===== src/verilog/conv_geom_pkg.sv =====
`default_nettype none

package conv_geom_pkg;

    ////////////////////////////////////////////////////////////
    // Array geometry

    // Channels per pixel and kernels per weight tap
    localparam int NUM_CHANNEL = 3;
    localparam int NUM_KERNEL  = 4;

    // Taps in one weight row, one kernel-channel PE per tap
    localparam int NUM_TAP = 3;

    ////////////////////////////////////////////////////////////
    // Configuration registers

    localparam int REG_WIDTH = 32;

    // Line width field sits in the low byte of the input shape register
    localparam int LINE_WIDTH_MSB = 7;

    typedef logic [REG_WIDTH-1:0] conf_reg_t;

    // Line width, also used for the column position inside a line
    typedef logic [LINE_WIDTH_MSB:0] line_width_t;

    // Slot index into the weight bank
    typedef logic [$clog2(NUM_TAP)-1:0] tap_idx_t;

    ////////////////////////////////////////////////////////////
    // Weight bank FSM

    // LOAD while taps are still being written, READY once the row is full
    typedef enum logic {
        LOAD,
        READY
    } weight_state_e;

endpackage

`default_nettype wire

===== src/verilog/conv_data_pkg.sv =====
`default_nettype none

package conv_data_pkg;

    ////////////////////////////////////////////////////////////
    // Value widths

    localparam int BIT_WIDTH = 8;

    // Products and sums are kept to twice the pixel width and wrap
    localparam int PSUM_WIDTH = 2 * BIT_WIDTH;

    typedef logic [BIT_WIDTH-1:0]  pixel_t;
    typedef logic [BIT_WIDTH-1:0]  weight_t;
    typedef logic [PSUM_WIDTH-1:0] psum_t;

    ////////////////////////////////////////////////////////////
    // Bundles

    // One pixel, channel 0 in the low bits
    typedef struct packed {
        pixel_t [conv_geom_pkg::NUM_CHANNEL-1:0] ch;
    } pixel_vec_s;

    // One weight tap, kernel 0 in the low bits
    // and channel 0 lowest within each kernel
    typedef struct packed {
        weight_t [conv_geom_pkg::NUM_KERNEL-1:0][conv_geom_pkg::NUM_CHANNEL-1:0] w;
    } weight_tap_s;

    // Three consecutive pixels of a line, pos[0] is the oldest
    typedef struct packed {
        pixel_vec_s [conv_geom_pkg::NUM_TAP-1:0] pos;
    } window_s;

    // One partial sum per kernel
    typedef struct packed {
        psum_t [conv_geom_pkg::NUM_KERNEL-1:0] kn;
    } kernel_psum_s;

    // Engine output word with its end of line mark
    typedef struct packed {
        logic         last;
        kernel_psum_s psum;
    } line_result_s;

endpackage

`default_nettype wire


===== src/verilog/psum_router.sv =====
`timescale 1ns/1ps
`default_nettype none

module psum_router (
    input  wire                                                        clk,
    input  wire                                                        rst,
    input  wire  conv_data_pkg::kernel_psum_s [conv_geom_pkg::NUM_TAP-1:0] i_psum,
    input  wire                                                        i_vld,
    input  wire                                                        i_last,
    output conv_data_pkg::line_result_s                                o_result,
    output logic                                                       o_vld
);
    import conv_data_pkg::*;

    kernel_psum_s sum;
    kernel_psum_s psum_q;
    logic         last_q;

    ////////////////////////////////////////////////////////////
    // Position reduction

    // Adds the three window positions per kernel, modulo 2^16
    always_comb begin
        sum = '0;
        for (int p = 0; p < $size(i_psum); p++) begin
            for (int k = 0; k < $size(sum.kn); k++) begin
                sum.kn[k] = sum.kn[k] + i_psum[p].kn[k];
            end
        end
    end

    ////////////////////////////////////////////////////////////
    // Output registers

    always_ff @(posedge clk) begin
        if (i_vld) begin
            psum_q <= sum;
        end
    end

    // Strobe and end mark last exactly one cycle
    always_ff @(posedge clk) begin
        if (rst) begin
            o_vld  <= 1'b0;
            last_q <= 1'b0;
        end else begin
            o_vld  <= i_vld;
            last_q <= i_vld & i_last;
        end
    end

    assign o_result = '{last: last_q, psum: psum_q};

endmodule

`default_nettype wire


===== config.mk =====
export PLATFORM = sky130hd
export DESIGN_NAME = psum_router
export DESIGN_NICKNAME = d
export VERILOG_FILES = /design/src/verilog/conv_geom_pkg.sv /design/src/verilog/conv_data_pkg.sv /design/src/verilog/psum_router.sv
export SDC_FILE = /design/constraint.sdc
export NUM_CORES = 1
export LEC_CHECK = 0
export ABC_CLOCK_PERIOD_IN_PS = 3700
export BUFFER_PORTS_ARGS = -buffer_cell sky130_fd_sc_hd__buf_4
export CAP_MARGIN = 40
export CORE_ASPECT_RATIO = 0.5
export CORE_MARGIN = 4
export CORE_UTILIZATION = 40
export DETAILED_ROUTE_END_ITERATION = 6
export GPL_ROUTABILITY_DRIVEN = 0
export GPL_TIMING_DRIVEN = 0
export PLACE_DENSITY = 0.69
export SLEW_MARGIN = 10
export SYNTH_ARGS = -nofsm -noshare
export SYNTH_HDL_FRONTEND = slang
export SYNTH_SLANG_ARGS = --single-unit

===== constraint.sdc =====
create_clock -name clk -period 3.7 [get_ports clk]
set_input_delay 0.555 -clock clk [delete_from_list [all_inputs] [get_ports clk]]
set_output_delay 0.555 -clock clk [all_outputs]
set_load 0.02 [all_outputs]

==> run_results.csv <==
group,metric,value,unit
critical_path,cp-start-kind,"input pin",
final_layout,diodes,0,
global_route,gr-total-overflow,0,
die,fp.coreArea,14500,um2
min_path,hold_path.class,"input pin to flop",
sta,whs,0.394,ns
final_layout,syn_to_final_growth,41.5,%
drt,drt_wl_total,14000,um
critical_path,critPathRequiredTime,3.77,ns
critical_path,critPathArrivalTime,2.92,ns
drt,first_pass_iters,4,
sta,rsz0062_at_grt,"no",
sta,slew_viol_final,0,
global_route,antenna_found_initial,0,
final_layout,nNetsFinal,1088,
clock_network,ctsLongestPathBuffers,2,
global_route,grt_max_degree,66,
critical_path,critPathKind,"input pin to flop",
placed_design,dp_hpwl,12100,um
yosys,synth.largest_area_cell,"edfxtp_1",
clock_network,post_cts_buffers,0,
critical_path,end_kind,"flop",
yosys,synth-edff-count,64,
final_layout,utilization,0.579,
drt,route.detailed.drc,0,
global_route,grt_pass1_wl,22400,um
yosys,synth.area.top_cells,"edfxtp_1, fa_1, ha_1",
sta,period_needed,2.85,ns
yosys,synth-seq-cells,66,
yosys,synth-main-ff-cell,"edfxtp_1",
placed_design,placed_area,8130,um2
clock_network,cts_buffers,9,
sta,finalHoldViolCount,0,
pwr,power_density,460,nW/um2
final_layout,final_cell_area,8380,um2
min_path,whs_path_depth,2,
yosys,synth_cell_type_count,46,
clock_network,postCtsHoldBufs,0,
yosys,synth_top_area_frac,0.325,
sta,finalWorstSetupSlack,0.848,ns
drt,viasPerCell,4.81,
clock_network,ctsResizeCount,0,
clock_network,clk_pin_slew,0.05,ns
yosys,netlist_top_cells_count,"edfxtp_1, fa_1, ha_1, inv_1, xnor2_1",
pwr,vdd_drop_max,0.000247,V
clock_network,htree_levels,3,
yosys,avgSynthCellArea,11.8,um2
yosys,async_flop_share,0,
sta,fin_tns_setup,0,ns
global_route,grt_pass1_vias,4880,
outcome,status,"complete, no violations",
critical_path,cp-startpoint,"i_psum[1]",
clock_network,cts_tree,"yes",
run,drv_cap,0,
drt,final_antenna_net_count,0,
sta,max_slew.worst_pin.slew,0.856,ns
drt,vias,4685,
clock_network,root_buffer,"clkbuf_16",
placed_design,portBuffers,261,
yosys,synth_cells,500,
yosys,ys_seq_area_frac,0.331,
die,start_util,0.409,
drt,drtIter0Drc,207,
pwr,p_leak,3.80,nW
yosys,synth_nets,816,
die,die-width,180,um
critical_path,endpoint,"o_result[15]$_DFFE_PP_",
die,io_pins,262,
drt,wl_per_cell,14.4,um
sta,max_slew_margin,0.430,
critical_path,worstPathMaxFanout,3,
min_path,holdCritStartpoint,"rst",
sta,final-setup-viol-count,0,
final_layout,drive_gt1_frac,0.371,
sta,fin_crit_sh,0.771,
clock_network,clock_sinks,66,
die,die_h,94.0,um
die,dieArea,16900,um2
yosys,yosysWarnings,0,
yosys,syn_area,5920,um2
global_route,track_usage,0.163,
die,rows,31,
placed_design,dp_slack,0.506,ns
sta,max_freq,0.351,GHz
## per-stage QoR
| step | power (mW) | instances |
|---|---|---|
| after detailed placement | 3.14 | 959 |
| after CTS | 3.90 | 974 |
| after global placement | 3.10 | 959 |
| after global routing | 4.13 | 974 |
| after floorplan | 2.40 | 500 |
| final | 3.85 | 974 |
## worst min-delay path by stage
stage                       endpoint
finish              o_vld$_SDFF_PP0_
CTS                 o_vld$_SDFF_PP0_
global route        o_vld$_SDFF_PP0_
global placement    o_vld$_SDFF_PP0_
floorplan           o_vld$_SDFF_PP0_
detailed placement  o_vld$_SDFF_PP0_
## area by class of cell
class	count	area (um2)
Fill cell	1255	6090
Clock buffer	11	233
Clock inverter	4	20.0
Sequential cell	66	1960
Inverter	46	173
Multi-Input combinational cell	387	3780
Buffer	1	7.51
Timing Repair Buffer	261	1960
Tap cell	198	248
## layout by cell type, fill, tap and decap left out, types with 7 or more instances in the layout
master / netlist / final
edfxtp_1: 64 / 64
fa_1: 64 / 64
ha_1: 56 / 56
o21a_1: 11 / 11
xnor2_1: 43 / 43
a21o_1: 12 / 12
o21bai_1: 9 / 9
buf_4: 1 / 262
inv_1: 46 / 46
xor2_1: 12 / 12
clkbuf_16: 0 / 9
nor2_1: 26 / 26
nand3_1: 8 / 8
nand2b_1: 8 / 8
nand2_1: 10 / 10
o21ai_1: 7 / 7
a21oi_1: 36 / 36
o21ai_0: 22 / 22
## metal layers
layer | wire, um | track usage | vias to the layer above | part of all wire
met5 | 0 | 0 | - | 0
met4 | 151 | 0.0352 | 0 | 0.011
met3 | 756 | 0.0437 | 12 | 0.054
met2 | 7450 | 0.301 | 116 | 0.53
met1 | 5670 | 0.192 | 2217 | 0.40
li1 | - | - | 2340 | -
## sequential cells by signal, indices dropped and copies added, names as in the netlist
name,flops
o_result,64
o_vld,1
last_q,1
## logic make-up after synthesis
| kind of cell | after synthesis | synth area share |
|---|---|---|
| flops | 66 | 0.331 |
| simple gates | 77 | 0.0655 |
| compound gates | 135 | 0.157 |
| fa+ha+maj | 120 | 0.335 |
| xor+xnor | 55 | 0.0813 |
| buf+inv | 47 | 0.0304 |
## where the power goes
part	internal [mW]	switching [mW]
Sequential	1.11	0.0522
Clock	0.444	0.293
Combinational	0.914	1.04
## worst max-delay path, stage by stage
cell	delay (ns)
buf_4	0.11
fa_1	0.53
ha_1	0.21
inv_1	0.07
fa_1	0.40
nor2b_1	0.17
o31a_1	0.20
o21bai_1	0.12
a21oi_1	0.26
o22ai_1	0.14
xnor2_1	0.15
(Power assumes the default switching activity.)
