### config.mk
export PLATFORM = sky130hd
export DESIGN_NAME = kernel_channel_pe
export DESIGN_NICKNAME = d
export VERILOG_FILES = /design/src/verilog/conv_geom_pkg.sv /design/src/verilog/conv_data_pkg.sv /design/src/verilog/kernel_channel_pe.sv
export SDC_FILE = /design/constraint.sdc
export NUM_CORES = 2
export LEC_CHECK = 0
export ABC_AREA = 1
export CAP_MARGIN = 20
export CORE_ASPECT_RATIO = 0.7
export CORE_MARGIN = 2
export CORE_UTILIZATION = 50
export DETAILED_ROUTE_END_ITERATION = 6
export DONT_BUFFER_PORTS = 1
export PLACE_DENSITY = 0.68
export SLEW_MARGIN = 10
export SYNTH_ARGS = -nofsm -noshare
export SYNTH_HDL_FRONTEND = slang
export SYNTH_SLANG_ARGS = --single-unit
### constraint.sdc
create_clock -name clk -period 5.7 [get_ports clk]
set_clock_uncertainty 0.15 [all_clocks]
set_input_delay 0.855 -clock clk [delete_from_list [all_inputs] [get_ports clk]]
set_output_delay 0.855 -clock clk [all_outputs]
set_load 0.01 [all_outputs]
### src/verilog/conv_geom_pkg.sv
`default_nettype none

package conv_geom_pkg;

    ////////////////////////////////////////////////////////////
    // Array geometry

    // Channels per pixel and kernels per weight tap
    localparam int NUM_CHANNEL = 3;
    localparam int NUM_KERNEL  = 4;

    // Taps in one weight row, one kernel-channel PE per tap
    localparam int NUM_TAP = 3;

    ////////////////////////////////////////////////////////////
    // Configuration registers

    localparam int REG_WIDTH = 32;

    // Line width field sits in the low byte of the input shape register
    localparam int LINE_WIDTH_MSB = 7;

    typedef logic [REG_WIDTH-1:0] conf_reg_t;

    // Line width, also used for the column position inside a line
    typedef logic [LINE_WIDTH_MSB:0] line_width_t;

    // Slot index into the weight bank
    typedef logic [$clog2(NUM_TAP)-1:0] tap_idx_t;

    ////////////////////////////////////////////////////////////
    // Weight bank FSM

    // LOAD while taps are still being written, READY once the row is full
    typedef enum logic {
        LOAD,
        READY
    } weight_state_e;

endpackage

`default_nettype wire
### src/verilog/conv_data_pkg.sv
`default_nettype none

package conv_data_pkg;

    ////////////////////////////////////////////////////////////
    // Value widths

    localparam int BIT_WIDTH = 8;

    // Products and sums are kept to twice the pixel width and wrap
    localparam int PSUM_WIDTH = 2 * BIT_WIDTH;

    typedef logic [BIT_WIDTH-1:0]  pixel_t;
    typedef logic [BIT_WIDTH-1:0]  weight_t;
    typedef logic [PSUM_WIDTH-1:0] psum_t;

    ////////////////////////////////////////////////////////////
    // Bundles

    // One pixel, channel 0 in the low bits
    typedef struct packed {
        pixel_t [conv_geom_pkg::NUM_CHANNEL-1:0] ch;
    } pixel_vec_s;

    // One weight tap, kernel 0 in the low bits
    // and channel 0 lowest within each kernel
    typedef struct packed {
        weight_t [conv_geom_pkg::NUM_KERNEL-1:0][conv_geom_pkg::NUM_CHANNEL-1:0] w;
    } weight_tap_s;

    // Three consecutive pixels of a line, pos[0] is the oldest
    typedef struct packed {
        pixel_vec_s [conv_geom_pkg::NUM_TAP-1:0] pos;
    } window_s;

    // One partial sum per kernel
    typedef struct packed {
        psum_t [conv_geom_pkg::NUM_KERNEL-1:0] kn;
    } kernel_psum_s;

    // Engine output word with its end of line mark
    typedef struct packed {
        logic         last;
        kernel_psum_s psum;
    } line_result_s;

endpackage

`default_nettype wire

### src/verilog/kernel_channel_pe.sv
`timescale 1ns/1ps
`default_nettype none

module kernel_channel_pe (
    input  wire                                clk,
    input  wire                                rst,
    input  wire  conv_data_pkg::pixel_vec_s    i_pixel,
    input  wire  conv_data_pkg::weight_tap_s   i_tap,
    input  wire                                i_vld,
    input  wire                                i_last,
    output conv_data_pkg::kernel_psum_s        o_psum,
    output logic                               o_vld,
    output logic                               o_last
);
    import conv_data_pkg::*;

    kernel_psum_s dot;

    ////////////////////////////////////////////////////////////
    // Channel dot product per kernel

    // Operands widened first so every product and sum wraps at 16 bits
    always_comb begin
        dot = '0;
        for (int k = 0; k < $size(dot.kn); k++) begin
            for (int c = 0; c < $size(i_pixel.ch); c++) begin
                dot.kn[k] = dot.kn[k]
                          + psum_t'(i_pixel.ch[c]) * psum_t'(i_tap.w[k][c]);
            end
        end
    end

    // Result only moves on a valid window
    always_ff @(posedge clk) begin
        if (i_vld) begin
            o_psum <= dot;
        end
    end

    always_ff @(posedge clk) begin
        if (rst) begin
            o_vld  <= 1'b0;
            o_last <= 1'b0;
        end else begin
            o_vld  <= i_vld;
            o_last <= i_vld & i_last;
        end
    end

endmodule

`default_nettype wire

==> flow_metrics.env <==
export IMPL_worst_hold_path_type="input pin to flip-flop"
export IMPL_synthAdderAreaFrac_pct=56.69
export IMPL_dr_pass1_iters=7
export IMPL_yosysMostFrequentCell="inv_1"
export IMPL_synth_seq_cells=66
export IMPL_synth_seq_area_share_pct=6.464
export IMPL_crit_path_end_kind="flip-flop"
export IMPL_whs_endpoint="o_last"
export IMPL_critPathArrivalTime_ps=5610
export IMPL_vias_per_cell=4.693
export IMPL_maxSlewHeadroom_pct=77.39
export IMPL_worst_pin_slew_ps=337.5
export IMPL_synth_edf_count=64
export IMPL_post_route_period_util_pct=98.48
export IMPL_root_buffer="clkbuf_16"
export IMPL_antenna_cells=0
export IMPL_clkTransAtPathRegs_ps=60
export IMPL_required_ps=5690
export IMPL_gr_usage_all_layers_pct=23.93
export IMPL_io_buffers=0
export IMPL_fillers=5667
export IMPL_avgSynthCellArea_sq_um=7.792
export IMPL_grt_pass1_vias=23150
export IMPL_ys_flop_type="edfxtp_1"
export IMPL_cts_buffer_depth=2
export IMPL_cap_violations=0
export IMPL_synth_area_leaders="fa_1 (42%), inv_1 (18%), ha_1 (15%), nand2_1 (12%), edfxtp_1 (6.3%)"
export IMPL_fin_cells=4633
export IMPL_critPathMostFrequentCell="fa_1"
export IMPL_critPathKind="input pin to flip-flop"
export IMPL_setup_viol=0
export IMPL_crit_fanout=32
export IMPL_wirelength_um=69470
export IMPL_synth_cells=3895
export IMPL_antenna_left=0
export IMPL_critPathLaunchType="input pin"
export IMPL_fmax_mhz=178.2
export IMPL_netlist_area_sq_um=30350
export IMPL_grt_max_degree=67
export IMPL_dp_cells=4615
export IMPL_outcome="finished, final reports clean"
export IMPL_htreeDepth=3
export IMPL_num_vias=21740
export IMPL_nets=4940
export IMPL_synth_cell_types=31
export IMPL_antenna_found_initial=0
export IMPL_cts_tree="yes"
export IMPL_synth_xor_area_share_pct=0.9234
export IMPL_yosysWarnings=0
export IMPL_fp_dieW_um=298.5
export IMPL_wl_per_cell_um=14.99
export IMPL_worstHoldStart="rst"
export IMPL_grt_first_pass_wirelength_um=118700
export IMPL_synth_common_cells="inv_1 (1465), nand2_1 (955), fa_1 (632)"
export IMPL_crit_path_cell_trace="nand2_2 > fa_1 > inv_1 > fa_1 > inv_1 > fa_1 > fa_1 > inv_1 > fa_1 > fa_1 > inv_1 > fa_1 > inv_2 > ha_4 > buf_4 > nand2_2 > nor2_1 > nand3_1 > nand4_1 > nand2_1"
export IMPL_cts_buffers=9
export IMPL_yosys_area_share_simple_pct=14.19
export IMPL_synthesis_nets=5015
export IMPL_grt_overflow=0
export IMPL_drv_slew=0
export IMPL_rows=75
export IMPL_coreArea_sq_um=59960
export IMPL_synth_top_cell_by_area="fa_1"
export IMPL_synthArstFlopShare_pct=0
export IMPL_synth_top_family_by_area="adder cells"
export IMPL_drc=0
export IMPL_crit_slowest_cell="fa_1"
export IMPL_max_stage_delay_ps=550
export IMPL_initial_core_util_pct=50.61
export IMPL_period_minus_slack_ps=5613
export IMPL_gp_congestion=0.8627
export IMPL_yosys_area_top_type_share_pct=41.69
export IMPL_syn_to_final_growth_pct=7.284
export IMPL_drive_gt1_share_pct=8.026
export IMPL_synth_area_mux_share_pct=0
export IMPL_final_hold_viol_count=0
export IMPL_ioPinCount=190
export IMPL_grt_setup_unrepaired="yes"
export IMPL_hold_depth=1
export IMPL_dp_hpwl_um=57270
export IMPL_cts_hold_buffers=0
export IMPL_cts_sinks=66
export IMPL_synth_compound_area_share_pct=1.509
export IMPL_crit_family="adder cells"
export IMPL_die_area_sq_um=62720
export IMPL_drt_first_iter_violations=1293
export IMPL_die_height_um=210.1
export IMPL_worst_path_buf_inv=6
-- worst max-delay path by stage --
stage	startpoint	end	slack, ps	depth (start not counted)
floorplan	i_pixel[3]	o_psum[15]	-180	22
global placement	i_pixel[5]	o_psum[47]	-270	22
detailed placement	i_pixel[5]	o_psum[47]	-320	22
CTS	i_pixel[5]	o_psum[47]	110	22
global route	i_pixel[4]	o_psum[15]	-140	24
finish	i_pixel[3]	o_psum[14]	90	20
-- flip-flops by register name, summed over array words and instances, names as in the netlist --
signal,cells
o_last,1
o_vld,1
o_psum,64
-- what timing repair did --
| item | 4_1_cts | 5_1_grt |
|---|---|---|
| resized for setup | 0 | 78 |
| endpoints found under the setup margin | 0 | 19 |
| buffers inserted | 0 | 2 |
-- cell type report --
cell class,count,area (sq um),share of cell area [%]
multi-input combinational,2194,23140,71.06
sequential,66,1962,6.025
clock buffer,9,225.2,0.6917
tap,808,1011,3.105
inverter,1467,5509,16.92
clock inverter,7,93.84,0.2882
timing repair buffer,82,623.1,1.914
-- cells by family (layout without fill, tap and decap cells) --
family,count (synthesis),after routing
buf+inv,1635,1565
xor+xnor,32,32
simple gates,1092,1092
fa+ha+maj,996,996
compound gates,74,74
flops,66,66
-- metal layers --
layer,vias to the layer above,part of all wire [%],global-route usage (%)
li1,10500,-,-
met1,10640,47,34.80
met2,562,45,38.48
met3,42,6.6,3.690
met4,2,1.2,3.795
met5,-,0.20,1.536
-- cells in the final DEF, fill, tap and decap left out, types with 11 or more instances in the layout --
master	netlist	final
buf_4	0	80
fa_2	0	26
nand2_2	6	40
fa_1	632	606
nor2_2	12	18
inv_2	1	29
nand4_1	12	12
ha_1	364	335
a21oi_1	32	17
o21ai_2	9	15
nand2_1	955	907
nand2_4	0	13
nor2_1	47	32
a21oi_2	6	11
xnor2_1	16	16
edfxtp_1	64	64
nand3_1	43	43
inv_1	1465	1437
xor2_1	16	16
ha_4	0	29
-- per-stage QoR --
| stage | util (%) | hold slack (ps) | TNS [ps] | setup WS [ps] | cell area (sq um) |
|---|---|---|---|---|---|
| 5_1_grt | 54.30 | 370.3 | -523.7 | -137.0 | 32560 |
| 4_1_cts | 53.86 | 349.6 | 0 | 107.6 | 32300 |
| 6_report | 54.30 | 380.7 | 0 | 86.80 | 32560 |
| 2_1_floorplan | - | 776.2 | -3397 | -178.1 | 31790 |
| 3_5_place_dp | 53.33 | 779.0 | -8018 | -320.7 | 31980 |
| 3_3_place_gp | 53.33 | 777.1 | -6489 | -274.4 | 31980 |
Power is left out: the tool's default activity adds up to more than one toggle a clock period on the data nets, which glitch-free logic cannot reach.
