**src/verilog/conv_geom_pkg.sv**
```systemverilog
`default_nettype none

package conv_geom_pkg;

    ////////////////////////////////////////////////////////////
    // Array geometry

    // Channels per pixel and kernels per weight tap
    localparam int NUM_CHANNEL = 3;
    localparam int NUM_KERNEL  = 4;

    // Taps in one weight row, one kernel-channel PE per tap
    localparam int NUM_TAP = 3;

    ////////////////////////////////////////////////////////////
    // Configuration registers

    localparam int REG_WIDTH = 32;

    // Line width field sits in the low byte of the input shape register
    localparam int LINE_WIDTH_MSB = 7;

    typedef logic [REG_WIDTH-1:0] conf_reg_t;

    // Line width, also used for the column position inside a line
    typedef logic [LINE_WIDTH_MSB:0] line_width_t;

    // Slot index into the weight bank
    typedef logic [$clog2(NUM_TAP)-1:0] tap_idx_t;

    ////////////////////////////////////////////////////////////
    // Weight bank FSM

    // LOAD while taps are still being written, READY once the row is full
    typedef enum logic {
        LOAD,
        READY
    } weight_state_e;

endpackage

`default_nettype wire
```
**src/verilog/conv_data_pkg.sv**
```systemverilog
`default_nettype none

package conv_data_pkg;

    ////////////////////////////////////////////////////////////
    // Value widths

    localparam int BIT_WIDTH = 8;

    // Products and sums are kept to twice the pixel width and wrap
    localparam int PSUM_WIDTH = 2 * BIT_WIDTH;

    typedef logic [BIT_WIDTH-1:0]  pixel_t;
    typedef logic [BIT_WIDTH-1:0]  weight_t;
    typedef logic [PSUM_WIDTH-1:0] psum_t;

    ////////////////////////////////////////////////////////////
    // Bundles

    // One pixel, channel 0 in the low bits
    typedef struct packed {
        pixel_t [conv_geom_pkg::NUM_CHANNEL-1:0] ch;
    } pixel_vec_s;

    // One weight tap, kernel 0 in the low bits
    // and channel 0 lowest within each kernel
    typedef struct packed {
        weight_t [conv_geom_pkg::NUM_KERNEL-1:0][conv_geom_pkg::NUM_CHANNEL-1:0] w;
    } weight_tap_s;

    // Three consecutive pixels of a line, pos[0] is the oldest
    typedef struct packed {
        pixel_vec_s [conv_geom_pkg::NUM_TAP-1:0] pos;
    } window_s;

    // One partial sum per kernel
    typedef struct packed {
        psum_t [conv_geom_pkg::NUM_KERNEL-1:0] kn;
    } kernel_psum_s;

    // Engine output word with its end of line mark
    typedef struct packed {
        logic         last;
        kernel_psum_s psum;
    } line_result_s;

endpackage

`default_nettype wire

```
**src/verilog/line_window.sv**
```systemverilog
`timescale 1ns/1ps
`default_nettype none

module line_window (
    input  wire                                clk,
    input  wire                                rst,
    input  wire  conv_data_pkg::pixel_vec_s    i_data,
    input  wire                                i_data_vld,
    input  wire                                i_weight_ready,
    input  wire  conv_geom_pkg::line_width_t   i_line_width,
    output conv_data_pkg::window_s             o_window,
    output logic                               o_window_vld,
    output logic                               o_last
);
    import conv_geom_pkg::*;
    import conv_data_pkg::*;

    logic        sample;
    line_width_t col;
    logic        col_end;
    logic        in_line;

    // Pixels are only taken once a full weight row is present
    assign sample = i_data_vld & i_weight_ready;

    ////////////////////////////////////////////////////////////
    // Column decode

    assign col_end = (col == line_width_t'(i_line_width - 1'b1));

    // Window is complete once the two older taps hold pixels of this line
    assign in_line = (col >= line_width_t'(NUM_TAP - 1));

    always_ff @(posedge clk) begin
        if (rst) begin
            col <= '0;
        end else if (sample) begin
            if (col_end) begin
                col <= '0;
            end else begin
                col <= col + 1'b1;
            end
        end
    end

    ////////////////////////////////////////////////////////////
    // Window shift register

    // Newest pixel enters at the top, pos[0] drops out
    always_ff @(posedge clk) begin
        if (sample) begin
            for (int p = 0; p < NUM_TAP - 1; p++) begin
                o_window.pos[p] <= o_window.pos[p+1];
            end
            o_window.pos[NUM_TAP-1] <= i_data;
        end
    end

    // One strobe per window that lies fully inside the line
    always_ff @(posedge clk) begin
        if (rst) begin
            o_window_vld <= 1'b0;
            o_last       <= 1'b0;
        end else begin
            o_window_vld <= sample & in_line;
            o_last       <= sample & in_line & col_end;
        end
    end

endmodule

`default_nettype wire

```
**config.mk**
```make
export PLATFORM = sky130hd
export DESIGN_NAME = line_window
export DESIGN_NICKNAME = d
export VERILOG_FILES = /design/src/verilog/conv_geom_pkg.sv /design/src/verilog/conv_data_pkg.sv /design/src/verilog/line_window.sv
export SDC_FILE = /design/constraint.sdc
export NUM_CORES = 1
export LEC_CHECK = 0
export BUFFER_PORTS_ARGS = -buffer_cell sky130_fd_sc_hd__buf_2
export CELL_PAD_IN_SITES_DETAIL_PLACEMENT = 2
export CELL_PAD_IN_SITES_GLOBAL_PLACEMENT = 2
export CORE_MARGIN = 8
export CORE_UTILIZATION = 33
export CTS_BUF_LIST = sky130_fd_sc_hd__clkbuf_4 sky130_fd_sc_hd__clkbuf_8 sky130_fd_sc_hd__clkbuf_16
export DETAILED_ROUTE_END_ITERATION = 16
export PLACE_DENSITY_LB_ADDON = 0.1
export SYNTH_ARGS = -nofsm -noshare
export SYNTH_HDL_FRONTEND = slang
export SYNTH_SLANG_ARGS = --single-unit
```
**constraint.sdc**
```tcl
create_clock -name clk -period 5.91 [get_ports clk]
set_clock_uncertainty 0.2 [all_clocks]
set_input_delay 1.4775 -clock clk [delete_from_list [all_inputs] [get_ports clk]]
set_output_delay 1.4775 -clock clk [all_outputs]
set_load 0.005 [all_outputs]
```
==> run summary <==
The placed instance area is 3620 um2. The power per standard cell area came out at 300 nW/um2. The post-layout utilization of the core came out at 0.437. For this run, design rule violations remaining after detail routing come to 0.

The later-pin clock latency in the skew report came out at 350 ps. Setup violations remaining at the end of the flow were counted as 0. No sink is reached through more buffers than the 2 on the longest clock path. The number of enable-type register cells in the synthesized netlist came out at 72. At the placement stage, the worst setup path has a slack of 2380 ps. The number of routed nets with antenna violations came out at 0.

In this run, distinct cell masters in the synthesized netlist total 39. The flow ran to the end, and the final reports show no timing, DRC or antenna violations. The sequential fraction of design power came out at 0.584. The number of pins exceeding their max-slew limit in the final report came to 0. The overall die width came out at 111 um. The number of detailed-routing iterations run before antenna repair came out at 4.

After detailed routing, the number of vias per cell comes to 4.67. Across the VDD grid, the largest voltage drop is 0.000158 V. The fraction of the yosys area taken by sequential cells came out at 0.798. In this run the standard cell core region covers 8720 um2. The net switching power of the design is 258 uW. The initial core utilization is 0.339.

For this run, the post-layout net count is 321. The cell area that synthesis handed to floorplanning was 2960 um2. The data arrival at the endpoint of the critical path is 2930 ps. The setup TNS came out at 0 ps. The mean cell area of the mapped netlist came out at 17.7 um2.

The proportion of synthesized flip-flops having asynchronous set or reset is 0. Setup repair after global routing left no endpoint under its margin. The transition time at the pin with the least slew margin is 823 ps. The finished cells cover 3810 um2.

Of the total power, the clock network draws 0.356. The number of input and output port buffers inserted is 109. The final weighted congestion in routability-driven placement is 0.704. Among all stages on the critical path, the largest delay is contributed by sky130_fd_sc_hd__inv_2. The critical path goes through buf_2 -> nand2_1 -> inv_2 -> buf_4. The antenna diode instance count came out at 0. The number of fill cells is 873. The largest incremental delay on the critical path came out at 640 ps. Setup slack closes at 2770 ps.

In this run, post-CTS hold repair placed 0 buffers. The worst setup path is of the in2reg kind. The final HPWL from detailed placement is 6070 um. The worst setup path is captured at a register. The final critical delay including setup and external delays came out at 3140 ps. The die covers 12,300 um2. The worst register-to-register path begins at col[3]$_SDFFE_PP0P_. The count of final hold-check violations is 0. The initial antenna violation count came out at 0. The overall fraction of global-route tracks in use is 0.132. The number of nets handed over by synthesis was 206. The path class of the tightest hold or removal check is reg2reg.

TritonCTS built the clock tree. The clock root buffer is sky130_fd_sc_hd__clkbuf_8. Dividing the detail-routed wire length by the instance count gives 20.5 um. The count of cells resized by post-cts repair is 0. Tracing the worst setup path back leads to its startpoint at i_data_vld. The number of design-rule violations left by the first detailed-router iteration came out at 69. Synthesis handed over a netlist of 167 instances.

For this block, the routed nets add up to 8100 um of wire. The startpoint type of the worst setup path is a primary input. After global routing the overflow that remains totals 0. The via count of the first global-routing pass is 2,008. Based on the critical path, the design can be clocked at up to 319 MHz. The number of core rows is 34. The flop and latch count out of synthesis came out at 82. The total via count in the routed design is 1,846.

The internal power of the cells is 886 uW. Dividing the final minimum period by the clock period gives 0.531. The number of top-level pins came out at 110. Of the cells placed in the final design, the portion with a size suffix greater than 1 is 0.467. The flip-flop cell with the highest count after synthesis is sky130_fd_sc_hd__edfxtp_1. In this run the worst path has a maximum fanout of 42. The number of maximum-capacitance violations is 0. The CTS buffer count is 9. The largest net degree at the start of global routing is 43. The first global-routing pass estimated 12,300 um of wire. The count of H-tree levels built during CTS came out at 3. The number of setup buffers added after CTS is 0. The share of total power dissipated in combinational logic is 0.061. The worst hold path startpoint is o_window[63]$_DFFE_PP_. For this run, the number of Yosys warnings is 0. The die height came out at 111 um.

Compared with the post-synthesis result, the final layout area differs by 28.8%. Headroom to the max-slew limit came out at 0.450. The critical path data required time came out at 5700 ps. The switching share of power came out at 0.226. The number of clock sinks is 82. For this design the static power due to leakage is 0.00146 uW.

The clock-pin transition on the worst setup and hold timing paths is 80 ps.
[metal layers]
metal  track usage  up-vias  routed length (um)
li1              -      857                   -
met1         0.148      920                3310
met2         0.227       63                4330
met3        0.0509        6                 387
met4        0.0351        0                  74
met5             0        -                   0
[power by group through the flow]
stage                     Clock (uW)  Sequential, uW  Combinational [uW]
after floorplan                    0             681                23.6
after global placement             0             678                69.8
after detailed placement           0             681                71.2
after CTS                        424             669                71.8
after global routing             447             671                76.2
final                            407             668                69.4
[synth_stat cells (2+ instances only)]
library cell               number  area (um2)
sky130_fd_sc_hd__a211oi_1       6        45.0
sky130_fd_sc_hd__a21oi_1        5        25.0
sky130_fd_sc_hd__buf_2          2        10.0
sky130_fd_sc_hd__clkbuf_1       2        7.51
sky130_fd_sc_hd__dfxtp_1       10         200
sky130_fd_sc_hd__edfxtp_1      72        2160
sky130_fd_sc_hd__ha_1           3        37.5
sky130_fd_sc_hd__inv_1          3        11.3
sky130_fd_sc_hd__nand2_1       10        37.5
sky130_fd_sc_hd__nand2b_1       2        12.5
sky130_fd_sc_hd__nand4_1        4        25.0
sky130_fd_sc_hd__nor2_1         4        15.0
sky130_fd_sc_hd__nor2b_1        3        18.8
sky130_fd_sc_hd__nor3_1         2        10.0
sky130_fd_sc_hd__nor4_1         3        18.8
sky130_fd_sc_hd__o31ai_1        2        15.0
sky130_fd_sc_hd__xnor2_1        8        70.1
sky130_fd_sc_hd__xor2_1         5        43.8
[cell type report]
| cell class | count | area (um2) | area share |
|---|---|---|---|
| flip-flops and latches | 82 | 2360 | 0.620 |
| repair buffers | 110 | 553 | 0.145 |
| multi-input cells | 75 | 551 | 0.144 |
| well taps | 108 | 135 | 0.0354 |
| clock buffers | 10 | 131 | 0.0345 |
| clock inverters | 6 | 65.1 | 0.0171 |
| inverters | 4 | 15.0 | 0.00394 |
[registers in the layout (all words and copies together), names as in the netlist]
register,count
o_last,1
col,8
o_window,72
o_window_vld,1
[path summary, 6_finish.rpt]
check	endpoint	slack [ps]	cells after the start
max	o_window[18]$_DFFE_PP_	2770	4
min	o_window[39]$_DFFE_PP_	250	0
max reg2reg	col[5]$_SDFFE_PP0P_	3980	6
min reg2reg	o_window[39]$_DFFE_PP_	250	0
[layout by cell type (no fill, tap or decap), drive strengths merged]
cell type  count
a211oi         6
a31oi          1
edfxtp        72
bufinv         1
clkbuf        10
a21oi          6
nand4          4
nand2         10
a21o           1
clkinv         4
nand2b         2
inv            5
dfxtp         10
xor2           6
o21bai         1
o211ai         1
and3           1
nor3           3
a211o          1
nor2b          3
or2            1
buf          110
nand3b         1
o21ai          1
o22ai          1
and2           1
nor2           6
o31ai          2
o2111ai        1
xnor2          8
nor4           4
ha             3
[critical path, delay by kind of cell]
family | cells | cell delay [ps]
simple gates | 1 | 130
buf+inv | 3 | 1280
[metrics by stage]
step,hold WS [ps],instances,total power (uW)
floorplan,252,167,704
global placement,225,379,747
detailed placement,230,379,753
CTS,252,395,1160
global route,265,395,1190
finish,252,395,1140
[logic make-up (layout without fill, tap and decap cells)]
kind of cell,after synthesis,in the layout,synth area share
compound gates,22,22,0.0537
xor+xnor,14,14,0.0478
fa+ha+maj,3,3,0.0127
buf+inv,10,130,0.0161
flops,82,82,0.798
simple gates,36,36,0.0719
No activity file was read; power rests on OpenSTA's default activity.
