<file path="config.mk">
export PLATFORM = sky130hd
export DESIGN_NAME = weight_bank
export DESIGN_NICKNAME = d
export VERILOG_FILES = /design/src/verilog/conv_geom_pkg.sv /design/src/verilog/conv_data_pkg.sv /design/src/verilog/weight_bank.sv
export SDC_FILE = /design/constraint.sdc
export NUM_CORES = 1
export LEC_CHECK = 0
export BUFFER_PORTS_ARGS = -buffer_cell sky130_fd_sc_hd__buf_2
export CAP_MARGIN = 20
export CORE_ASPECT_RATIO = 0.75
export CORE_MARGIN = 4
export CORE_UTILIZATION = 30
export CTS_CLUSTER_DIAMETER = 50
export CTS_CLUSTER_SIZE = 12
export DETAILED_ROUTE_END_ITERATION = 7
export MAX_ROUTING_LAYER = met4
export SYNTH_ARGS = -nofsm -noshare
export SYNTH_HDL_FRONTEND = slang
export SYNTH_SLANG_ARGS = --single-unit
</file>
<file path="constraint.sdc">
create_clock -name clk -period 9.6 [get_ports clk]
set_clock_uncertainty 0.2 [all_clocks]
set_input_delay 2.4 -clock clk [delete_from_list [all_inputs] [get_ports clk]]
set_output_delay 2.4 -clock clk [all_outputs]
set_load 0.1 [all_outputs]
</file>
<file path="src/verilog/conv_geom_pkg.sv">
`default_nettype none

package conv_geom_pkg;

    ////////////////////////////////////////////////////////////
    // Array geometry

    // Channels per pixel and kernels per weight tap
    localparam int NUM_CHANNEL = 3;
    localparam int NUM_KERNEL  = 4;

    // Taps in one weight row, one kernel-channel PE per tap
    localparam int NUM_TAP = 3;

    ////////////////////////////////////////////////////////////
    // Configuration registers

    localparam int REG_WIDTH = 32;

    // Line width field sits in the low byte of the input shape register
    localparam int LINE_WIDTH_MSB = 7;

    typedef logic [REG_WIDTH-1:0] conf_reg_t;

    // Line width, also used for the column position inside a line
    typedef logic [LINE_WIDTH_MSB:0] line_width_t;

    // Slot index into the weight bank
    typedef logic [$clog2(NUM_TAP)-1:0] tap_idx_t;

    ////////////////////////////////////////////////////////////
    // Weight bank FSM

    // LOAD while taps are still being written, READY once the row is full
    typedef enum logic {
        LOAD,
        READY
    } weight_state_e;

endpackage

`default_nettype wire
</file>
<file path="src/verilog/conv_data_pkg.sv">
`default_nettype none

package conv_data_pkg;

    ////////////////////////////////////////////////////////////
    // Value widths

    localparam int BIT_WIDTH = 8;

    // Products and sums are kept to twice the pixel width and wrap
    localparam int PSUM_WIDTH = 2 * BIT_WIDTH;

    typedef logic [BIT_WIDTH-1:0]  pixel_t;
    typedef logic [BIT_WIDTH-1:0]  weight_t;
    typedef logic [PSUM_WIDTH-1:0] psum_t;

    ////////////////////////////////////////////////////////////
    // Bundles

    // One pixel, channel 0 in the low bits
    typedef struct packed {
        pixel_t [conv_geom_pkg::NUM_CHANNEL-1:0] ch;
    } pixel_vec_s;

    // One weight tap, kernel 0 in the low bits
    // and channel 0 lowest within each kernel
    typedef struct packed {
        weight_t [conv_geom_pkg::NUM_KERNEL-1:0][conv_geom_pkg::NUM_CHANNEL-1:0] w;
    } weight_tap_s;

    // Three consecutive pixels of a line, pos[0] is the oldest
    typedef struct packed {
        pixel_vec_s [conv_geom_pkg::NUM_TAP-1:0] pos;
    } window_s;

    // One partial sum per kernel
    typedef struct packed {
        psum_t [conv_geom_pkg::NUM_KERNEL-1:0] kn;
    } kernel_psum_s;

    // Engine output word with its end of line mark
    typedef struct packed {
        logic         last;
        kernel_psum_s psum;
    } line_result_s;

endpackage

`default_nettype wire

</file>
<file path="src/verilog/weight_bank.sv">
`timescale 1ns/1ps
`default_nettype none

module weight_bank (
    input  wire                                                       clk,
    input  wire                                                       rst,
    input  wire  conv_data_pkg::weight_tap_s                          i_weight,
    input  wire                                                       i_weight_vld,
    output conv_data_pkg::weight_tap_s [conv_geom_pkg::NUM_TAP-1:0]   o_taps,
    output logic                                                      o_ready
);
    import conv_geom_pkg::*;
    import conv_data_pkg::*;

    weight_state_e             state;
    tap_idx_t                  tap_idx;
    logic                      last_tap;
    weight_tap_s [NUM_TAP-1:0] taps;

    assign last_tap = (tap_idx == tap_idx_t'(NUM_TAP - 1));

    ////////////////////////////////////////////////////////////
    // Load FSM

    always_ff @(posedge clk) begin
        if (rst) begin
            state   <= LOAD;
            tap_idx <= '0;
        end else if (i_weight_vld) begin
            if (state == READY) begin
                // Reload, this strobe already fills slot 0
                state   <= LOAD;
                tap_idx <= tap_idx_t'(1);
            end else if (last_tap) begin
                state   <= READY;
                tap_idx <= '0;
            end else begin
                tap_idx <= tap_idx + 1'b1;
            end
        end
    end

    // Tap storage, index is back at 0 whenever the bank is ready
    always_ff @(posedge clk) begin
        if (i_weight_vld) begin
            taps[tap_idx] <= i_weight;
        end
    end

    assign o_taps  = taps;
    assign o_ready = (state == READY);

endmodule

`default_nettype wire

</file>
==> results of run 1 <==
==> worst max-delay path, stage by stage <==
cell	delay [ns]
sky130_fd_sc_hd__buf_2	0.17
sky130_fd_sc_hd__and3b_4	0.74
sky130_fd_sc_hd__buf_4	0.71
==> worst max path at each step <==
stage | startpoint | endpoint | slack [ns] | cells after the start
3_5_place_dp | i_weight_vld | o_taps[248] | 4.84 | 3
4_1_cts | i_weight_vld | o_taps[56] | 5.41 | 4
2_1_floorplan | i_weight_vld | o_taps[100] | 2.39 | 2
6_report | i_weight_vld | o_taps[277] | 5.47 | 3
3_3_place_gp | i_weight_vld | o_taps[221] | 4.85 | 3
5_1_grt | i_weight_vld | o_taps[261] | 5.31 | 3
==> routing by layer <==
layer / GRT usage / up-vias
met5: - / -
met1: 0.1548 / 2233
met3: 0.04806 / 36
met2: 0.1889 / 268
li1: - / 2080
met4: 0.03167 / 0
==> synthesized netlist by cell type <==
master,count,area share
sky130_fd_sc_hd__a211oi_2,1,0.0014
sky130_fd_sc_hd__edfxtp_1,288,0.98
sky130_fd_sc_hd__nor2_1,2,0.00085
sky130_fd_sc_hd__o21ba_1,1,0.0011
sky130_fd_sc_hd__dfxtp_1,3,0.0068
sky130_fd_sc_hd__and3b_2,1,0.0011
sky130_fd_sc_hd__a21oi_1,2,0.0011
sky130_fd_sc_hd__nand4bb_1,2,0.0026
sky130_fd_sc_hd__nand2_1,1,0.00043
sky130_fd_sc_hd__nand2b_1,2,0.0014
sky130_fd_sc_hd__nor3b_1,1,0.00085
==> through the flow <==
step           cell area, µm²  std cells  power (µW)    util
2_1_floorplan            8810        304        1872       -
3_3_place_gp            11290       1088        1958  0.3895
3_5_place_dp            11290       1088        1960  0.3895
4_1_cts                 12060       1120        2924  0.4159
5_1_grt                 12060       1121        2999  0.4160
6_report                12060       1121        2885  0.4160
==> logic make-up after synthesis <==
kind of cell       count (synthesis)  synth area share
AOI/OAI and AO/OA                  4          0.003695
DFF                              291            0.9891
and+or+nand+nor                    9          0.007247
==> report_power, final <==
| part | total [µW] | internal, µW | switching [µW] | leakage (µW) |
|---|---|---|---|---|
| Clock | 956 | 555 | 401 | 0.000377 |
| Combinational | 456 | 47.8 | 408 | 0.00158 |
| Sequential | 1470 | 1460 | 12.4 | 0.00269 |
==> flip-flops by register name, indices dropped and copies added (netlist names) <==
signal	count
tap_idx	2
o_taps	288
o_ready	1
==> cell type report <==
cell class,instances,share of cell area
repair buffers,392,0.1637
multi-input cells,13,0.009754
well taps,392,0.04068
diodes,1,0.0002075
flip-flops and latches,291,0.7222
clock inverters,3,0.003217
clock buffers,29,0.06018
==> cells in the final DEF, fill, tap and decap left out <==
cell,count
sky130_fd_sc_hd__nor2_1,1
sky130_fd_sc_hd__buf_4,5
sky130_fd_sc_hd__buf_2,387
sky130_fd_sc_hd__nand4bb_1,2
sky130_fd_sc_hd__clkinv_1,1
sky130_fd_sc_hd__o21ba_1,1
sky130_fd_sc_hd__bufinv_16,1
sky130_fd_sc_hd__and3b_4,1
sky130_fd_sc_hd__clkinv_2,1
sky130_fd_sc_hd__dfxtp_1,3
sky130_fd_sc_hd__diode_2,1
sky130_fd_sc_hd__nor2_4,1
sky130_fd_sc_hd__nor3b_4,1
sky130_fd_sc_hd__a21oi_1,2
sky130_fd_sc_hd__clkbuf_16,29
sky130_fd_sc_hd__a211oi_2,1
sky130_fd_sc_hd__nand2b_1,2
sky130_fd_sc_hd__nand2_1,1
sky130_fd_sc_hd__edfxtp_1,288
==> run summary, run 1 <==
Setup path
• CP arrival: 4.10 ns
• cell count of the worst reg-to-reg path: 2
• required time reported for the critical path endpoint: 9.56 ns
• start of the worst register-to-register path: tap_idx[1]
• type of origin of the critical path: input pin
• internal reg-to-reg setup slack: 6.93 ns
• critical path type: in2reg
• critical path peak fanout: 52
• endpoint of the most critical register-to-register path: o_taps[277]
• type of element capturing the critical path: flop

Clock tree
• TritonCTS buffer count: 28
• clock edge transition at the registers on the reported setup and hold paths: 0.06 ns
• Longest Clk Path Bufs: 3
• Post-CTS Hold Buffers: 0
• insertion delay of the later-clocked pin in the worst-skew pair: 0.53 ns
• # resized after CTS: 0
• sinks on the clock net: 291
• Post CTS Setup Buffer Count: 0
• TritonCTS clock tree: yes
• root cell of the clock tree: sky130_fd_sc_hd__clkbuf_16
• maximum level of the CTS H-tree: 1

Routing
• remaining number of nets flagged by the antenna check after routing: 0
• DRC violation total after the first TritonRoute iteration: 127
• post-route met1 wirelength: 8249 µm
• drt pass-1 iters: 4
• number of DRC violations after detailed routing: 0
• total wirelength of the detailed-routed design: 20460 µm
• uppermost layer routed: met4
• routed wire length per instance: 18.25 µm
• vias post-DR: 4617
• met2 routed wirelength: 9333 µm
• Met3 Wirelength: 2424 µm
• via density per instance: 4.119

Synthesis
• count of cell types in the netlist: 11
• Cell Area, Synth: 0.008805 mm²
• sequential element share of the synthesized area: 0.9891
• number of instances in the synthesized netlist: 304
• Post-Syn Area per Cell: 28.96 µm²
• post-synthesis sequential element count: 291
• Ys Warns: 0
• net count after synthesis: 403

STA
• post-route worst setup slack: 5.466 ns
• count of final max-slew check failures: 0
• worst slew margin relative to its limit: 0.4686
• actual slew at the worst max-slew pin: 0.7971 ns
• RSZ-0062 raised after global routing: no
• Final min period: 4.134 ns
• Hold Worst Slack: 0.3156 ns
• Peak Freq: 241.9 MHz
• post-route clock period utilization: 0.4306
• Setup Total Neg Slack: 0 ns
• endpoints failing hold: 0
• final setup violating endpoints: 0

Global route
• residual overflow from global routing: 0
• first-pass GRT wire length: 29040 µm
• pin count of the biggest net entering global routing: 53
• via count of the first global-routing pass: 4811
• global-route total usage across every layer: 0.1231
• antenna violations before repair: 3

Cells and area
• area of combinational cells with multiple inputs: 117.6 µm²
• fraction of layout instances using a drive strength above 1: 0.5865
• Syn-to-layout area delta: 36.95%
• Final Net Count: 825
• count of filler cells inserted in the layout: 2548
• area used by sequential logic in the layout: 0.008708 mm²

Worst hold path
• Min-Delay Endpoint: o_ready
• worst min-delay path category: reg2reg
• hold-critical path depth: 2
• Hold Startpoint: o_ready

Power and ir drop
• Power per Cell Area: 239.3 mW/mm²
• peak supply drop: 0.1334 mV
• Leakage: 0.004646 µW

Floorplanning
• chip height: 156.4 µm
• starting utilization of the core area: 0.3038
• count of boundary I/O pins: 388
• core area: 0.02899 mm²
• Cell Rows: 54
• area enclosed by the die boundary: 0.03218 mm²
• die span in x: 205.8 µm

Placed design
• GP Congestion: 0.7581
• post-detailed-placement half-perimeter wirelength: 14370 µm
• Worst Setup Slack post-DPL: 4.838 ns
• input/output buffers: 387

Run status
• result of the run: completed

Flow run
• MaxCap Viol Count: 0

(Power assumes the default switching activity.)
==> run 2, diff against run 1 <==
==> constraint.sdc (replaced) <==
create_clock -name clk -period 3.72 [get_ports clk]
set_clock_uncertainty 0.2 [all_clocks]
set_input_delay 0.93 -clock clk [delete_from_list [all_inputs] [get_ports clk]]
set_output_delay 0.93 -clock clk [all_outputs]
set_load 0.1 [all_outputs]
==> run 2 against run 1 <==
Power rose to 2.6 times the previous value. First-iteration DRC count rose by 47%. Sequential share of layout area fell by 1.1 points. Register-to-register slack worse by 5.2 ns. Critical path type is now reg2out. Critical endpoint is now o_ready. Largest cell class unchanged.
==> run summary, run 2 (same netlist as run 1, synthesis figures left out) <==
Run status
• result of the run: completed

Clock tree
• clock edge transition at the registers on the reported setup and hold paths: 0.05 ns
• root cell of the clock tree: sky130_fd_sc_hd__clkbuf_16
• Post-CTS Hold Buffers: 0
• Longest Clk Path Bufs: 3
• maximum level of the CTS H-tree: 1
• # resized after CTS: 0
• Post CTS Setup Buffer Count: 0
• TritonCTS buffer count: 29
• insertion delay of the later-clocked pin in the worst-skew pair: 0.53 ns
• TritonCTS clock tree: yes
• sinks on the clock net: 291

Global route
• global-route total usage across every layer: 0.1198
• antenna violations before repair: 2
• first-pass GRT wire length: 28390 µm
• pin count of the biggest net entering global routing: 97
• residual overflow from global routing: 0
• via count of the first global-routing pass: 4635

STA
• post-route clock period utilization: 0.6682
• RSZ-0062 raised after global routing: no
• worst slew margin relative to its limit: 0.4253
• Peak Freq: 402.3 MHz
• endpoints failing hold: 0
• Hold Worst Slack: 0.3043 ns
• Final min period: 2.486 ns
• count of final max-slew check failures: 0
• Setup Total Neg Slack: 0 ns
• actual slew at the worst max-slew pin: 0.8612 ns
• final setup violating endpoints: 0

Setup path
• type of origin of the critical path: flop
• Slowest-stage cell, CP: sky130_fd_sc_hd__buf_2
• cell-by-cell trace of the critical path: buf_2
• critical path type: reg2out
• CP arrival: 1.36 ns
• Slowest Stage Delay on Critical Path: 0.45 ns
• critical path peak fanout: 5
• Buf/Inv on CP: 1
• required time reported for the critical path endpoint: 2.59 ns
• cell family with most CP delay: buffers and inverters
• type of element capturing the critical path: output pin

Cells and area
• most frequent cells in the layout: sky130_fd_sc_hd__buf_2 (387), sky130_fd_sc_hd__edfxtp_1 (288), sky130_fd_sc_hd__clkbuf_16 (29)
• area of combinational cells with multiple inputs: 117.6 µm²
• commonest non-fill, non-tap cell in the layout: sky130_fd_sc_hd__buf_2
• number of flip-flops in the largest register: 288
• fraction of layout instances using a drive strength above 1: 0.5874
• Syn-to-layout area delta: 39.06%
• Final Net Count: 837
• area used by sequential logic in the layout: 0.008708 mm²
• count of filler cells inserted in the layout: 2556
• fraction of the core area covered by cells at the end of the flow: 0.4224

Floorplanning
• core area: 0.02899 mm²
• Cell Rows: 54
• die span in x: 205.8 µm
• count of boundary I/O pins: 388
• starting utilization of the core area: 0.3038
• area enclosed by the die boundary: 0.03218 mm²
• chip height: 156.4 µm

Routing
• remaining number of nets flagged by the antenna check after routing: 0
• vias post-DR: 4631
• number of DRC violations after detailed routing: 0
• drt pass-1 iters: 5
• DRC violation total after the first TritonRoute iteration: 187
• total wirelength of the detailed-routed design: 20060 µm
• routed wire length per instance: 17.56 µm
• via density per instance: 4.055

Worst hold path
• worst min-delay path category: reg2reg

Placed design
• GP Congestion: 0.7624
• post-detailed-placement half-perimeter wirelength: 14130 µm
• input/output buffers: 387

Power and ir drop
• peak supply drop: 0.3941 mV
• Leakage: 0.004733 µW
• Power per Cell Area: 613.7 mW/mm²

Flow run
• MaxCap Viol Count: 0

run 2: cell types whose count changed in the layout (fill, tap and decap cells not counted):
cell                        before  now
sky130_fd_sc_hd__bufinv_16       1    0
sky130_fd_sc_hd__inv_8           0    1
sky130_fd_sc_hd__clkbuf_1        0    9
sky130_fd_sc_hd__buf_12          0    6
sky130_fd_sc_hd__clkinv_1        1    0
sky130_fd_sc_hd__inv_6           0    2
sky130_fd_sc_hd__buf_4           5   10
run 2: final timing paths:
check,cells past startpoint,endpoint,from,slack (ns)
worst min-delay path,2,o_ready,o_ready,0.30
worst max register to register,2,o_taps[58],tap_idx[1],1.71
worst max-delay path,1,o_ready,o_ready,1.23
worst min register to register,2,o_ready,o_ready,0.30
run 2: cell type report:
type	instances	share of cell area
diodes	1	0.0002044
clock inverters	4	0.002759
clock buffers	38	0.06203
multi-input cells	13	0.009606
flip-flops and latches	291	0.7112
repair buffers	403	0.1741
well taps	392	0.04006
run 2: stage by stage:
stage | total power, µW | instances | setup slack (ns) | instance area, µm²
6_report | 7515 | 1142 | 1.234 | 12240
2_1_floorplan | 4825 | 304 | -0.3061 | 8823
5_1_grt | 7806 | 1142 | 1.153 | 12240
3_3_place_gp | 5078 | 1099 | 0.9520 | 11450
3_5_place_dp | 5081 | 1099 | 0.9493 | 11450
4_1_cts | 7620 | 1141 | 1.194 | 12240
run 2: metal layers:
metal,up-vias,GRT usage,wire (µm)
li1,2107,-,-
met1,2257,0.1536,8207
met2,234,0.1857,9384
met3,33,0.04081,2036
met4,0,0.02945,430
met5,-,-,0
run 2: report_power, final:
part	total (µW)	internal (µW)	leakage, µW	switching [µW]
Sequential	3800	3770	0.00269	32.4
Clock	2510	1420	0.000387	1090
Combinational	1200	146	0.00166	1060
Total	7510	5330	0.00473	2180
==> run 3, diff against run 2 <==
==> constraint.sdc (replaced) <==
create_clock -name clk -period 2 [get_ports clk]
set_clock_uncertainty 0.2 [all_clocks]
set_input_delay 0.5 -clock clk [delete_from_list [all_inputs] [get_ports clk]]
set_output_delay 0.5 -clock clk [all_outputs]
set_load 0.1 [all_outputs]
==> run 3 against run 2 <==
Count of clock-buffer cells in the layout grew 1. Global-route usage grew 1.8 points. Die area is the same. First-iteration DRC count grew 48%. Sequential cell count is the same. Combinational power grew 110%. Hold slack lost 0.11 ns. Setup slack lost 1.2 ns. Clock power grew 86%. Critical endpoint unchanged. Largest cell class unchanged.
==> run summary, run 3 (same netlist as run 1, synthesis figures left out) <==
Power and ir drop
• combinational share of power: 0.178
• fraction of power consumed by sequential logic: 0.495
• clock network fraction of design power: 0.327
• Switching Share: 0.2889
• cell-internal power: 10190 µW
• peak supply drop: 0.7164 mV
• Leakage: 0.005418 µW
• Power per Cell Area: 1021 mW/mm²
• power spent charging and discharging nets: 4139 µW

Setup path
• Slowest-stage cell, CP: sky130_fd_sc_hd__dfxtp_1
• cell family with most CP delay: flip-flops
• cell-by-cell trace of the critical path: buf_4
• Slowest Stage Delay on Critical Path: 0.37 ns
• cell count of the worst reg-to-reg path: 2
• type of origin of the critical path: flop
• type of element capturing the critical path: output pin
• Buf/Inv on CP: 1
• Setup crit end: o_ready
• crit path from: o_ready
• required time reported for the critical path endpoint: 1.30 ns
• CP Depth: 1
• critical path type: reg2out
• internal reg-to-reg setup slack: 0.41 ns
• critical path peak fanout: 5
• start of the worst register-to-register path: tap_idx[0]
• endpoint of the most critical register-to-register path: o_taps[215]
• CP arrival: 1.22 ns

Cells and area
• fraction of layout instances using a drive strength above 1: 0.5241
• number of flip-flops in the largest register: 288
• count of filler cells inserted in the layout: 2320
• Final Net Count: 939
• commonest non-fill, non-tap cell in the layout: sky130_fd_sc_hd__edfxtp_1
• finished layout cell area: 0.01403 mm²
• most frequent cells in the layout: sky130_fd_sc_hd__edfxtp_1 (288), sky130_fd_sc_hd__buf_4 (285), sky130_fd_sc_hd__buf_2 (98)
• Syn-to-layout area delta: 59.30%

STA
• worst slew margin relative to its limit: 0.7811
• final setup violating endpoints: 0
• post-route worst setup slack: 0.07870 ns
• RSZ-0062 raised after global routing: no
• post-route clock period utilization: 0.9606
• Setup Total Neg Slack: 0 ns
• actual slew at the worst max-slew pin: 0.3284 ns
• endpoints failing hold: 0
• count of final max-slew check failures: 0
• Final min period: 1.921 ns
• Peak Freq: 520.5 MHz

Clock tree
• maximum level of the CTS H-tree: 1
• clock edge transition at the registers on the reported setup and hold paths: 0.06 ns
• TritonCTS buffer count: 29
• sinks on the clock net: 291
• Longest Clk Path Bufs: 3
• insertion delay of the later-clocked pin in the worst-skew pair: 0.53 ns
• Post CTS Setup Buffer Count: 0
• TritonCTS clock tree: yes
• root cell of the clock tree: sky130_fd_sc_hd__clkbuf_16

Routing
• routed wire length per instance: 18.51 µm
• total wirelength of the detailed-routed design: 23020 µm
• uppermost layer routed: met4
• Met3 Wirelength: 2409 µm
• post-route met1 wirelength: 8818 µm
• DRC violation total after the first TritonRoute iteration: 277
• remaining number of nets flagged by the antenna check after routing: 0
• drt pass-1 iters: 6
• vias post-DR: 5134
• met2 routed wirelength: 11310 µm
• via density per instance: 4.127
• number of DRC violations after detailed routing: 0

Floorplanning
• core area: 0.02899 mm²
• area enclosed by the die boundary: 0.03218 mm²
• count of boundary I/O pins: 388
• chip height: 156.4 µm
• Cell Rows: 54
• starting utilization of the core area: 0.3038
• die span in x: 205.8 µm

Placed design
• GP Congestion: 0.7975
• Worst Setup Slack post-DPL: 0.1422 ns
• input/output buffers: 387
• post-detailed-placement half-perimeter wirelength: 14980 µm
• placed inst area: 0.01154 mm²

Run status
• result of the run: completed

Global route
• pin count of the biggest net entering global routing: 49
• antenna violations before repair: 1
• global-route total usage across every layer: 0.1378
• first-pass GRT wire length: 32810 µm
• residual overflow from global routing: 0
• via count of the first global-routing pass: 5467

Worst hold path
• worst min-delay path category: in2reg

Flow run
• MaxCap Viol Count: 0

run 3: changes by cell type in the layout (fill, tap and decap cells not counted), sizes merged:
cell | before | now
inv | 3 | 2
buf | 403 | 392
clkbuf | 38 | 55
dlygate4sd3 | 0 | 97
run 3: what timing repair did:
| action | in CTS | in global routing |
|---|---|---|
| hold endpoints to repair | 291 | 0 |
| resized for setup | 273 | 16 |
| cloned | 0 | 0 |
| setup endpoints to repair | 273 | 16 |
| hold buffers | 97 | 0 |
run 3: routing by layer:
layer	vias up	track usage
met3	32	0.05055
met1	2505	0.1650
met5	-	-
met4	0	0.03483
met2	290	0.2239
li1	2307	-
run 3: metrics by stage:
stage,std cells,util,power (µW),hold WS (ns)
global placement,1104,0.3982,9468,0.2913
finish,1244,0.4839,14320,0.1912
CTS,1243,0.4824,14460,0.1531
detailed placement,1104,0.3982,9479,0.3013
global route,1244,0.4839,14850,0.1733
floorplan,304,-,8979,0.3097
run 3: power groups by stage:
| stage | Clock, µW | Sequential [µW] | Combinational [µW] |
|---|---|---|---|
| after floorplan | 0 | 8870 | 105 |
| after global placement | 0 | 7200 | 2260 |
| after detailed placement | 0 | 7200 | 2280 |
| after CTS | 4820 | 7090 | 2550 |
| after global routing | 5120 | 7110 | 2620 |
| final | 4680 | 7090 | 2550 |
run 3: layout make-up:
type                       count  area, µm²  share of cell area
clock buffer                  39      763.2             0.05442
tap                          392      490.5             0.03497
timing repair buffer         505       3901              0.2781
sequential                   291       8711              0.6211
multi-input combinational     13      133.9            0.009545
antenna                        1      2.502           0.0001784
clock inverter                 3      23.77            0.001695
run 3: worst min-delay path by stage:
stage / from / endpoint / slack (ns) / depth (start not counted)
global placement: o_ready / o_ready / 0.29 / 2
finish: i_weight_vld / tap_idx[0] / 0.19 / 3
global route: i_weight_vld / tap_idx[0] / 0.17 / 3
detailed placement: o_ready / o_ready / 0.30 / 2
floorplan: tap_idx[1] / tap_idx[1] / 0.31 / 2
CTS: i_weight_vld / tap_idx[0] / 0.15 / 3
